**config.mk**
```make
export PLATFORM = sky130hd
export DESIGN_NAME = fetch_unit
export DESIGN_NICKNAME = d
export VERILOG_FILES = /design/src/common/fetch_pkg.sv /design/src/hw/fetch_unit.sv
export SDC_FILE = /design/constraint.sdc
export NUM_CORES = 1
export LEC_CHECK = 0
export ABC_AREA = 1
export BUFFER_PORTS_ARGS = -buffer_cell sky130_fd_sc_hd__buf_2
export CORE_MARGIN = 2
export CORE_UTILIZATION = 45
export CTS_CLUSTER_SIZE = 25
export DETAILED_ROUTE_END_ITERATION = 16
export PLACE_DENSITY_LB_ADDON = 0.3
export SYNTH_ARGS = -nofsm -noshare
export SYNTH_HDL_FRONTEND = slang
export SYNTH_SLANG_ARGS = --single-unit
```
**constraint.sdc**
```tcl
create_clock -name clk_in -period 3.35 [get_ports clk_in]
set_input_delay 0.1675 -clock clk_in [delete_from_list [all_inputs] [get_ports clk_in]]
set_output_delay 0.1675 -clock clk_in [all_outputs]
set_load 0.05 [all_outputs]
```
**src/common/fetch_pkg.sv**
```systemverilog
package fetch_pkg;

    // Datapath width
    localparam int xlen = 32;

    // Byte address as seen by the cache and the instruction memory
    localparam int addr_width = 16;

    // Byte offset inside one 32-bit word
    localparam int offset_bits = 2;

    // Instruction memory covers the whole 16-bit byte space
    localparam int imem_words = 16384;
    localparam int imem_index_bits = $clog2(imem_words);

    // Cycles from a held address to valid read data
    localparam int imem_latency = 2;

    typedef logic [xlen-1:0] instr_t;

    // Only the low addr_width bits of the PC reach the cache
    typedef logic [xlen-1:0] pc_t;

endpackage

```
**src/hw/fetch_unit.sv**
```systemverilog
`timescale 1ns/100ps
`default_nettype none

module fetch_unit #(
    parameter fetch_pkg::pc_t reset_pc = '0
) (
    input  wire                clk_in,
    input  wire                rst_in,
    input  wire                run,
    input  wire                redirect_valid,
    input  fetch_pkg::pc_t     redirect_pc,
    input  fetch_pkg::instr_t  instruction,
    input  wire                cache_miss,
    output fetch_pkg::pc_t     pc,
    output logic               annul,
    output logic               fetch_valid,
    output fetch_pkg::pc_t     fetch_pc,
    output fetch_pkg::instr_t  fetch_instr
);

    // One word per step
    localparam fetch_pkg::pc_t pc_step = fetch_pkg::pc_t'(1) << fetch_pkg::offset_bits;

    logic take_redirect;

    // Redirect only counts while running
    assign take_redirect = run && redirect_valid;

    // Tells the cache to drop a miss that is still waiting
    assign annul = take_redirect;

    // Report when the cache has the word this cycle
    assign fetch_valid = run && !redirect_valid && !cache_miss;
    assign fetch_pc    = pc;
    assign fetch_instr = instruction;

    always_ff @(posedge clk_in) begin
        if (rst_in) begin
            pc <= reset_pc;
        end else if (take_redirect) begin
            pc <= redirect_pc;
        end else if (fetch_valid) begin
            pc <= pc + pc_step;
        end
    end

    // Also catches a misaligned redirect target one cycle later
    pc_word_aligned: assert property (
        @(posedge clk_in) disable iff (rst_in)
        pc[fetch_pkg::offset_bits-1:0] == '0
    ) else $error("fetch_unit: pc %h not word aligned", pc);

endmodule

`default_nettype wire

```
==> reports/qor.csv <==
metric;value;unit
Slew HR;58.9;%
Final period util;50.8;%
antenna-violating nets left;0;
Commonest cells post-synth;118 x nand2_1, 64 x buf_4, 42 x inv_1;
Pwr Density;344;nW/um^2
Synth top area share;22.2;%
Area Growth Syn to Fin;4.81;%
# Post-CTS Setup Buffers;0;
# setup viols final;0;
placer congestion estimate;0.926;
synth top area cells;dfxtp_1 22%, buf_4 17%, nand2_1 15%;
CTS Buf Count;5;
Worst Skew;0.00313;ns
largest net degree at the start of global routing;49;
mapped cell area;2890;um^2
dominant synthesized flop cell;dfxtp_1;
number of flops mapped to enable cells by yosys;0;
CTS hold repair buffers;0;
area of the core;6280;um^2
Worst-path clk slew;0.06;ns
Final Power;1.04;mW
Final min period;1.70;ns
Die Wd;84.1;um
cts repair resizes;0;
clock sink count;32;
CP endpoint kind;output port;
most instantiated library cell after synthesis;nand2_1;
Avg Cell Area, Syn;6.28;um^2
Post-Syn Instances;460;
Worst-Skew Late Latency;0.29;ns
Crit path arrival time;1.53;ns
crit-path most repeated cell;buf_2;
crit path from;run;
vias in the first global route;2623;
CP Data Required Time;3.18;ns
Crit path buffers/inverters;4;
post-synthesis async set-or-reset flop share;0;%
area leader, netlist;dfxtp_1;
Slew Viols, Final;0;
max frequency;0.588;GHz
status;completed;
H-tree levels;2;
worst vdd ir;0.160;mV
total wire length;7910;um
CTS tree;yes;
Max clock buf depth;2;
initial core utilization;46.0;%
Crit Path Category;in -> out;
die height;84.1;um
largest stage delay on the critical path;0.46;ns
Ant. Diodes;0;
startpoint types;input port;
sequential-to-total area share from yosys stat;22.2;%
total die area;7080;um^2
Leak;1.44;nW
cell breakdown of the critical path;buf_2, inv_2, nor2_2, inv_1, nor2_1, buf_2;
first-pass GRT wire length;12700;um
min-delay worst type;in -> reg;
Residual DRC;0;
Final Hold Fails;0;
HPWL after DPL;5920;um
layout cells sized above 1;32.3;%
RSZ-0062 raised after global routing;no;
CP max-delay cell;nor2_2;
gr ovfl total;0;
Setup TNS;0;ns
total track usage;22.2;%
mean number of vias per cell;5.07;
DR iter-0 viols;143;
initial antenna violation count;0;
nets@finish;562;
reg-to-reg critical path startpoint;fetch_pc[3];
syn nets;530;
# port buffers;102;
Boundary Pins;167;
vias;2886;
Root Driver;clkbuf_8;
1st-pass router iterations;4;
Max-cap violations;0;
number of flip-flops in the largest register;32;
Ys Warns;0;
CP Max Fanout;13;
Yosys reg bits;32;
Yosys cell types;29;
FP Rows;29;
Avg WL per Cell;13.9;um
Slew @ Worst Pin;0.617;ns
crit-path leading delay family;buffers and inverters;
Hold Path Origin;redirect_pc[0];
## where the power goes
group | switching, mW | internal, mW
Combinational | 0.241 | 0.0766
Clock | 0.149 | 0.141
Sequential | 0.0344 | 0.401
Total | 0.424 | 0.619
## cells in the final DEF, fill, tap and decap left out, types with 7 or more instances in the layout
cell type  count
nand2_1      118
buf_2        102
inv_1         42
nor2_1        41
nand3_1       41
dfxtp_1       32
o21ai_0       18
a21oi_1       14
nand2_2       13
nor2_2        10
inv_2          7
nor2_4         7
## per-stage QoR
stage	hold slack (ns)	setup slack, ns	utilization [%]	area [um^2]	instances
global route	0.150	1.47	48.3	3030	569
detailed placement	0.335	1.54	47.0	2950	562
global placement	0.335	1.59	47.0	2950	562
finish	0.129	1.65	48.3	3030	569
CTS	0.124	1.63	48.3	3030	569
floorplan	0.332	1.51	-	2890	460
## path summary, 6_finish.rpt
kind                                endpoint  slack [ns]  cells after the start
worst max-delay path             fetch_valid        1.65                      6
worst min-delay path             fetch_pc[0]        0.13                      3
worst max register to register  fetch_pc[30]        1.67                     10
worst min register to register   fetch_pc[1]        0.50                      2
## routing by layer
metal / global-route usage, % / vias up / part of all wire, %
met5: 0 / - / 0
li1: - / 1460 / -
met1: 28.9 / 1293 / 44
met4: 8.36 / 0 / 2.2
met3: 3.74 / 25 / 6.9
met2: 36.7 / 108 / 47
## logic make-up (layout without fill, tap and decap cells)
family                   Yosys count  in the layout  share of synthesized area [%]
adder cells (fa/ha/maj)            1              1                          0.433
AO/OA/AOI/OAI                     55             55                           11.6
flip-flops                        32             32                           22.2
buffers and inverters            128            160                           25.8
AND/OR/NAND/NOR                  244            244                           40.1
## worst register-to-register path: stages (launching register included)
cell and delay, ns:
dfxtp_1 0.43, ha_1 0.22, nand2_2 0.11, nor2_8 0.15, nand2_2 0.10, nor2_2 0.19
nand2_1 0.08, nand2_1 0.05, nand3_1 0.07, nand2_1 0.09, a21oi_1 0.06
## area by class of cell
type,instances,area [um^2]
timing repair buffer,104,526
fill,699,3250
multi-input combinational,300,1510
sequential,32,641
clock buffer,6,72.6
inverter,49,184
tap,77,96.3
clock inverter,1,5.00
(Power assumes the default switching activity.)
