===== src/common/fetch_pkg.sv =====
package fetch_pkg;

    // Datapath width
    localparam int xlen = 32;

    // Byte address as seen by the cache and the instruction memory
    localparam int addr_width = 16;

    // Byte offset inside one 32-bit word
    localparam int offset_bits = 2;

    // Instruction memory covers the whole 16-bit byte space
    localparam int imem_words = 16384;
    localparam int imem_index_bits = $clog2(imem_words);

    // Cycles from a held address to valid read data
    localparam int imem_latency = 2;

    typedef logic [xlen-1:0] instr_t;

    // Only the low addr_width bits of the PC reach the cache
    typedef logic [xlen-1:0] pc_t;

endpackage


===== src/icache/icache.sv =====
`timescale 1ns/100ps
`default_nettype none

module icache #(
    parameter int sets = 32
) (
    input  wire                clk_in,
    input  wire                rst_in,
    input  wire                annul,
    input  fetch_pkg::pc_t     pc,
    input  fetch_pkg::instr_t  imem_data,
    output fetch_pkg::instr_t  instruction,
    output logic               cache_miss,
    output fetch_pkg::pc_t     imem_addr
);

    // Byte address layout from the top down
    //   tag | set index | byte offset
    localparam int index_bits = $clog2(sets);
    localparam int tag_lsb    = fetch_pkg::offset_bits + index_bits;
    localparam int tag_bits   = fetch_pkg::addr_width - tag_lsb;

    typedef enum logic [1:0] {
        st_idle,
        st_wait,
        st_wait2
    } state_t;

    state_t state;

    // Line storage, one word per line
    fetch_pkg::instr_t   data_mem [sets][2];
    logic [tag_bits-1:0] tag_mem  [sets][2];

    // Control state
    logic [1:0]          valid    [sets];
    logic [sets-1:0]     lru;

    logic [index_bits-1:0] set_idx;
    logic [tag_bits-1:0]   tag;
    logic [1:0]            way_hit;
    logic                  cache_hit;
    logic                  fill;
    logic                  fill_way;
    fetch_pkg::instr_t     hit_data;

    assign set_idx = pc[fetch_pkg::offset_bits +: index_bits];
    assign tag     = pc[tag_lsb +: tag_bits];

    // Tag compare on both ways of the set
    assign way_hit[0] = valid[set_idx][0] && (tag_mem[set_idx][0] == tag);
    assign way_hit[1] = valid[set_idx][1] && (tag_mem[set_idx][1] == tag);
    assign cache_hit  = |way_hit;

    // Data comes from whichever way matched
    assign hit_data = way_hit[1] ? data_mem[set_idx][1] : data_mem[set_idx][0];

    // Memory word is ready in the third cycle of a miss
    assign fill     = (state == st_wait2);
    assign fill_way = lru[set_idx];

    assign cache_miss  = !(cache_hit || fill);
    assign instruction = fill ? imem_data : hit_data;

    // PC stays put while a miss is pending
    assign imem_addr = pc;

    always_ff @(posedge clk_in) begin
        if (rst_in) begin
            state <= st_idle;
            lru   <= '0;
            for (int i = 0; i < sets; i++) begin
                valid[i] <= '0;
            end
        end else begin
            case (state)
                st_idle: begin
                    if (!cache_hit && !annul) begin
                        state <= st_wait;
                    end
                end
                st_wait: begin
                    state <= annul ? st_idle : st_wait2;
                end
                st_wait2: begin
                    // Fill finishes even under annul
                    valid[set_idx][fill_way] <= 1'b1;
                    state <= st_idle;
                end
                default: begin
                    state <= st_idle;
                end
            endcase

            // Point LRU at the way that did not hit
            if (cache_hit) begin
                lru[set_idx] <= way_hit[0];
            end
        end
    end

    // Line write into the LRU way
    always_ff @(posedge clk_in) begin
        if (fill) begin
            data_mem[set_idx][fill_way] <= imem_data;
            tag_mem[set_idx][fill_way]  <= tag;
        end
    end

    pc_aligned: assert property (
        @(posedge clk_in) disable iff (rst_in)
        pc[fetch_pkg::offset_bits-1:0] == '0
    ) else $error("icache: unaligned pc %h", pc);

    single_way_hit: assert property (
        @(posedge clk_in) disable iff (rst_in)
        !(way_hit[0] && way_hit[1])
    ) else $error("icache: both ways hit in set %0d", set_idx);

    // Fill writes the tag of the address that was read
    pc_held_on_miss: assert property (
        @(posedge clk_in) disable iff (rst_in)
        (state == st_wait || state == st_wait2) |-> $stable(pc)
    ) else $error("icache: pc moved while a miss was pending");

endmodule

`default_nettype wire


===== config.mk =====
export PLATFORM = sky130hd
export DESIGN_NAME = icache
export DESIGN_NICKNAME = d
export VERILOG_FILES = /design/src/common/fetch_pkg.sv /design/src/icache/icache.sv
export SDC_FILE = /design/constraint.sdc
export NUM_CORES = 2
export LEC_CHECK = 0
export BUFFER_PORTS_ARGS = -buffer_cell sky130_fd_sc_hd__buf_4
export CORE_MARGIN = 4
export CORE_UTILIZATION = 50
export CTS_CLUSTER_SIZE = 12
export DETAILED_ROUTE_END_ITERATION = 8
export MAX_ROUTING_LAYER = met4
export PLACE_DENSITY = 0.73
export SLEW_MARGIN = 30
export SYNTH_ARGS = -nofsm -noshare
export SYNTH_HDL_FRONTEND = slang
export SYNTH_SLANG_ARGS = --single-unit

===== constraint.sdc =====
create_clock -name clk_in -period 9.25 [get_ports clk_in]
set_input_delay 0.925 -clock clk_in [delete_from_list [all_inputs] [get_ports clk_in]]
set_output_delay 0.925 -clock clk_in [all_outputs]
set_load 0.01 [all_outputs]

==> results by group <==
Run status
  • Outcome: finished clean

Final layout
  • Share of layout cells above drive strength 1: 24.5%
  • Final #Nets: 5252
  • Area added between synthesis and finish: 13.0%
  • Top library cells by usage in the layout, fill and taps aside: sky130_fd_sc_hd__edfxtp_1, sky130_fd_sc_hd__mux4_2, sky130_fd_sc_hd__clkbuf_16, sky130_fd_sc_hd__mux2i_1, sky130_fd_sc_hd__buf_4
  • Commonest non-fill, non-tap cell in the layout: sky130_fd_sc_hd__edfxtp_1
  • Final design area excluding fillers: 118000 um^2

Synth
  • Post-synthesis share of cell area spent on xor and xnor gates: 0.109%
  • Post-synthesis compound-gate area fraction: 3.62%
  • Mapped Avg Cell Area: 21.2 um^2
  • Number of enable flip-flop cells after synthesis: 2624
  • Largest family of logic cells by synthesized area: multiplexers
  • Share of synthesized cell area in full adder, half adder and majority cells: 0%
  • Async set or reset register ratio after synthesis: 0%
  • Combined area of all synthesized cells: 104000 um^2
  • Total of flip-flops plus latches after synthesis: 2722
  • Flip-flop cell with the highest count after synthesis: sky130_fd_sc_hd__edfxtp_1
  • Cell variety after synth: 55
  • Synthesis Warnings: 0
  • Net Count, Synth: 4985
  • Post-Synthesis Cells: 4918
  • Sequential share of the synthesized area: 77.3%
  • Mux cell area share after synthesis: 15.1%
  • Post-Synth Simple-Gate Area: 2.17%

Setup path
  • Kind of capture point of the worst setup path: output pin
  • Critical Setup Path Class: input port to output pin
  • Arrival time at the worst endpoint: 6.37 ns
  • Top cell by count, worst path: sky130_fd_sc_hd__buf_4
  • Startpoint Class: input port
  • Critical Path Fanout Max: 52
  • Required time of the critical path: 8.33 ns
  • Crit path largest cell delay: 0.85 ns
  • Cell Chain, Critical Path: buf_4, or4b_1, o22ai_1, or4_1, or3_1, a2111oi_2, nand3_2, buf_4, nor2_1, nor3_1, buf_4, buf_4
  • Worst path slowest cell: sky130_fd_sc_hd__or4b_1

STA
  • RSZ-0062 raised after global routing: no
  • Final period utilization: 78.9%
  • Number of failing hold endpoints at the final stage: 0
  • Setup Skew: 0.0790 ns
  • Max Clock Freq: 137 MHz
  • Max-slew headroom: 29.7%
  • Crit path setup slack, layout: 1.95 ns
  • Minimum period implied by the final worst setup slack: 7.30 ns
  • Final setup violation count: 0
  • Worst slack on hold paths: 0.307 ns
  • Transition time at the pin with the least slew margin: 1.05 ns
  • Final sum of negative setup slack: 0 ns
  • Final Slew Violations: 0

Pwr
  • Static leakage power: 37.1 nW
  • Final Power: 25.1 mW
  • Worst vdd rail ir drop: 226 uV
  • Cell Pwr Density: 213 nW/um^2

Die
  • Number of primary I/O pins: 132
  • Die outline width: 465 um
  • # rows: 167
  • Height of the die: 465 um
  • Die area: 216000 um^2
  • Initial core utilization: 50.3%
  • Core footprint: 207000 um^2

Route
  • Post-route antenna net violation count: 0
  • Initial drt markers: 9869
  • Final routed wirelength across all metal layers: 301 mm
  • Vias per cell: 6.84
  • Total number of vias: 55600
  • TritonRoute pass-1 iters: 7
  • Average detailed-routed wire length per instance: 37.1 um
  • Count of unresolved DRC violations after routing: 0

GRT
  • Global router's overall resource usage: 28.6%
  • Vias in the first global route: 54500
  • Sum of overflow across all layers after global routing: 0
  • Global-route wire length before repair: 423 mm
  • Initial antenna violation count: 14
  • Maximum number of pins on one net before global-route repair: 103

Clock network
  • Number of buffers created by CTS: 290
  • Clock tree from TritonCTS: done
  • Max Root-Sink Buffers: 4
  • Library cell used as clock root buffer: sky130_fd_sc_hd__clkbuf_16
  • Num Clock Sinks: 2722
  • Post-CTS Repair Setup Buffers: 0
  • H-tree depth reported by CTS: 5
  • Clock transition at the registers of the reported paths: 0.05 ns
  • Clock latency on the worst-skew pair: 0.94 ns
  • Hold buffer count at CTS: 0
  • Cells resized by post-CTS repair: 0

Job
  • Total of max-cap violations: 0

Place
  • Routability congestion estimate: 0.892
  • DP Area: 110000 um^2
  • Port bufs: 95
  • Total half-perimeter wirelength after legalization and detailed placement: 165 mm
  • Minimum setup slack after placement: 2.16 ns

Hold path
  • Hold/Removal Path Class: input port to flop
cell families after synthesis:
family | count (synthesis)
buffers and inverters | 335
muxes | 855
DFF | 2722
xor gates and xnor gates | 13
AOI/OAI and AO/OA | 527
and+or+nand+nor | 466
metrics by stage:
stage	utilization, %	cells
final	56.9	8124
after global routing	56.9	8116
after CTS	56.8	8102
after detailed placement	52.9	7677
after global placement	52.4	7641
after floorplan	-	4918
Yosys cell counts, types with 28 or more instances:
library cell | number | area, um^2
sky130_fd_sc_hd__o22ai_1 | 116 | 726
sky130_fd_sc_hd__a21oi_1 | 68 | 340
sky130_fd_sc_hd__nand2_1 | 75 | 282
sky130_fd_sc_hd__clkbuf_1 | 124 | 465
sky130_fd_sc_hd__buf_2 | 119 | 596
sky130_fd_sc_hd__mux4_2 | 574 | 12900
sky130_fd_sc_hd__nor4_1 | 28 | 175
sky130_fd_sc_hd__buf_4 | 71 | 533
sky130_fd_sc_hd__nand4_1 | 32 | 200
sky130_fd_sc_hd__edfxtp_1 | 2624 | 78800
sky130_fd_sc_hd__a22o_1 | 44 | 385
sky130_fd_sc_hd__a22oi_1 | 124 | 931
sky130_fd_sc_hd__a221oi_1 | 30 | 263
sky130_fd_sc_hd__o31ai_1 | 39 | 293
sky130_fd_sc_hd__mux2i_1 | 270 | 2700
sky130_fd_sc_hd__nor2_1 | 219 | 822
sky130_fd_sc_hd__o21ai_0 | 29 | 145
sky130_fd_sc_hd__or4_1 | 35 | 263
sky130_fd_sc_hd__dfxtp_1 | 98 | 1960
flip-flops by register name, indices dropped and copies added (netlist names):
| signal | flops |
|---|---|
| data_mem | 2048 |
| valid | 64 |
| state | 2 |
| tag_mem | 576 |
| lru | 32 |
path summary, 6_finish.rpt:
check | startpoint | to | slack (ns) | cells past startpoint
hold reg to reg | valid[1][0] | valid[1][0] | 0.47 | 2
setup reg to reg | tag_mem[14][2] | state[0] | 5.13 | 9
hold / removal | imem_data[25] | data_mem[12][25] | 0.31 | 1
setup / recovery | pc[5] | cache_miss | 1.95 | 12
layer usage:
| metal | routed length, um | share of wire, % | GRT usage, % |
|---|---|---|---|
| met2 | 138000 | 46 | 41.9 |
| met5 | 0 | 0 | - |
| met4 | 16800 | 5.6 | 13.2 |
| met1 | 104000 | 35 | 38.0 |
| met3 | 41600 | 14 | 7.53 |
critical path: cells and delay by family:
kind / cells / cell delay (ns)
simple gates: 6 / 3.20
buf+inv: 4 / 1.49
compound gates: 2 / 0.67
cell type report:
class                           instances  area [um^2]
Fill cell                           14600        89500
Sequential cell                      2722        80800
Multi-Input combinational cell       1861        22500
Clock buffer                          386         7830
Tap cell                             2788         3490
Timing Repair Buffer                  307         3120
Clock inverter                         39          278
Antenna cell                           18         45.0
Inverter                                3         13.8
where the power goes:
part / leakage, nW / switching (mW) / internal, mW
Sequential: 24.4 / 0.00182 / 13.5
Clock: 3.94 / 4.42 / 5.96
Combinational: 8.82 / 0.799 / 0.420
Total: 37.1 / 5.22 / 19.9
Note: power is estimated with default switching activity, not from simulation.
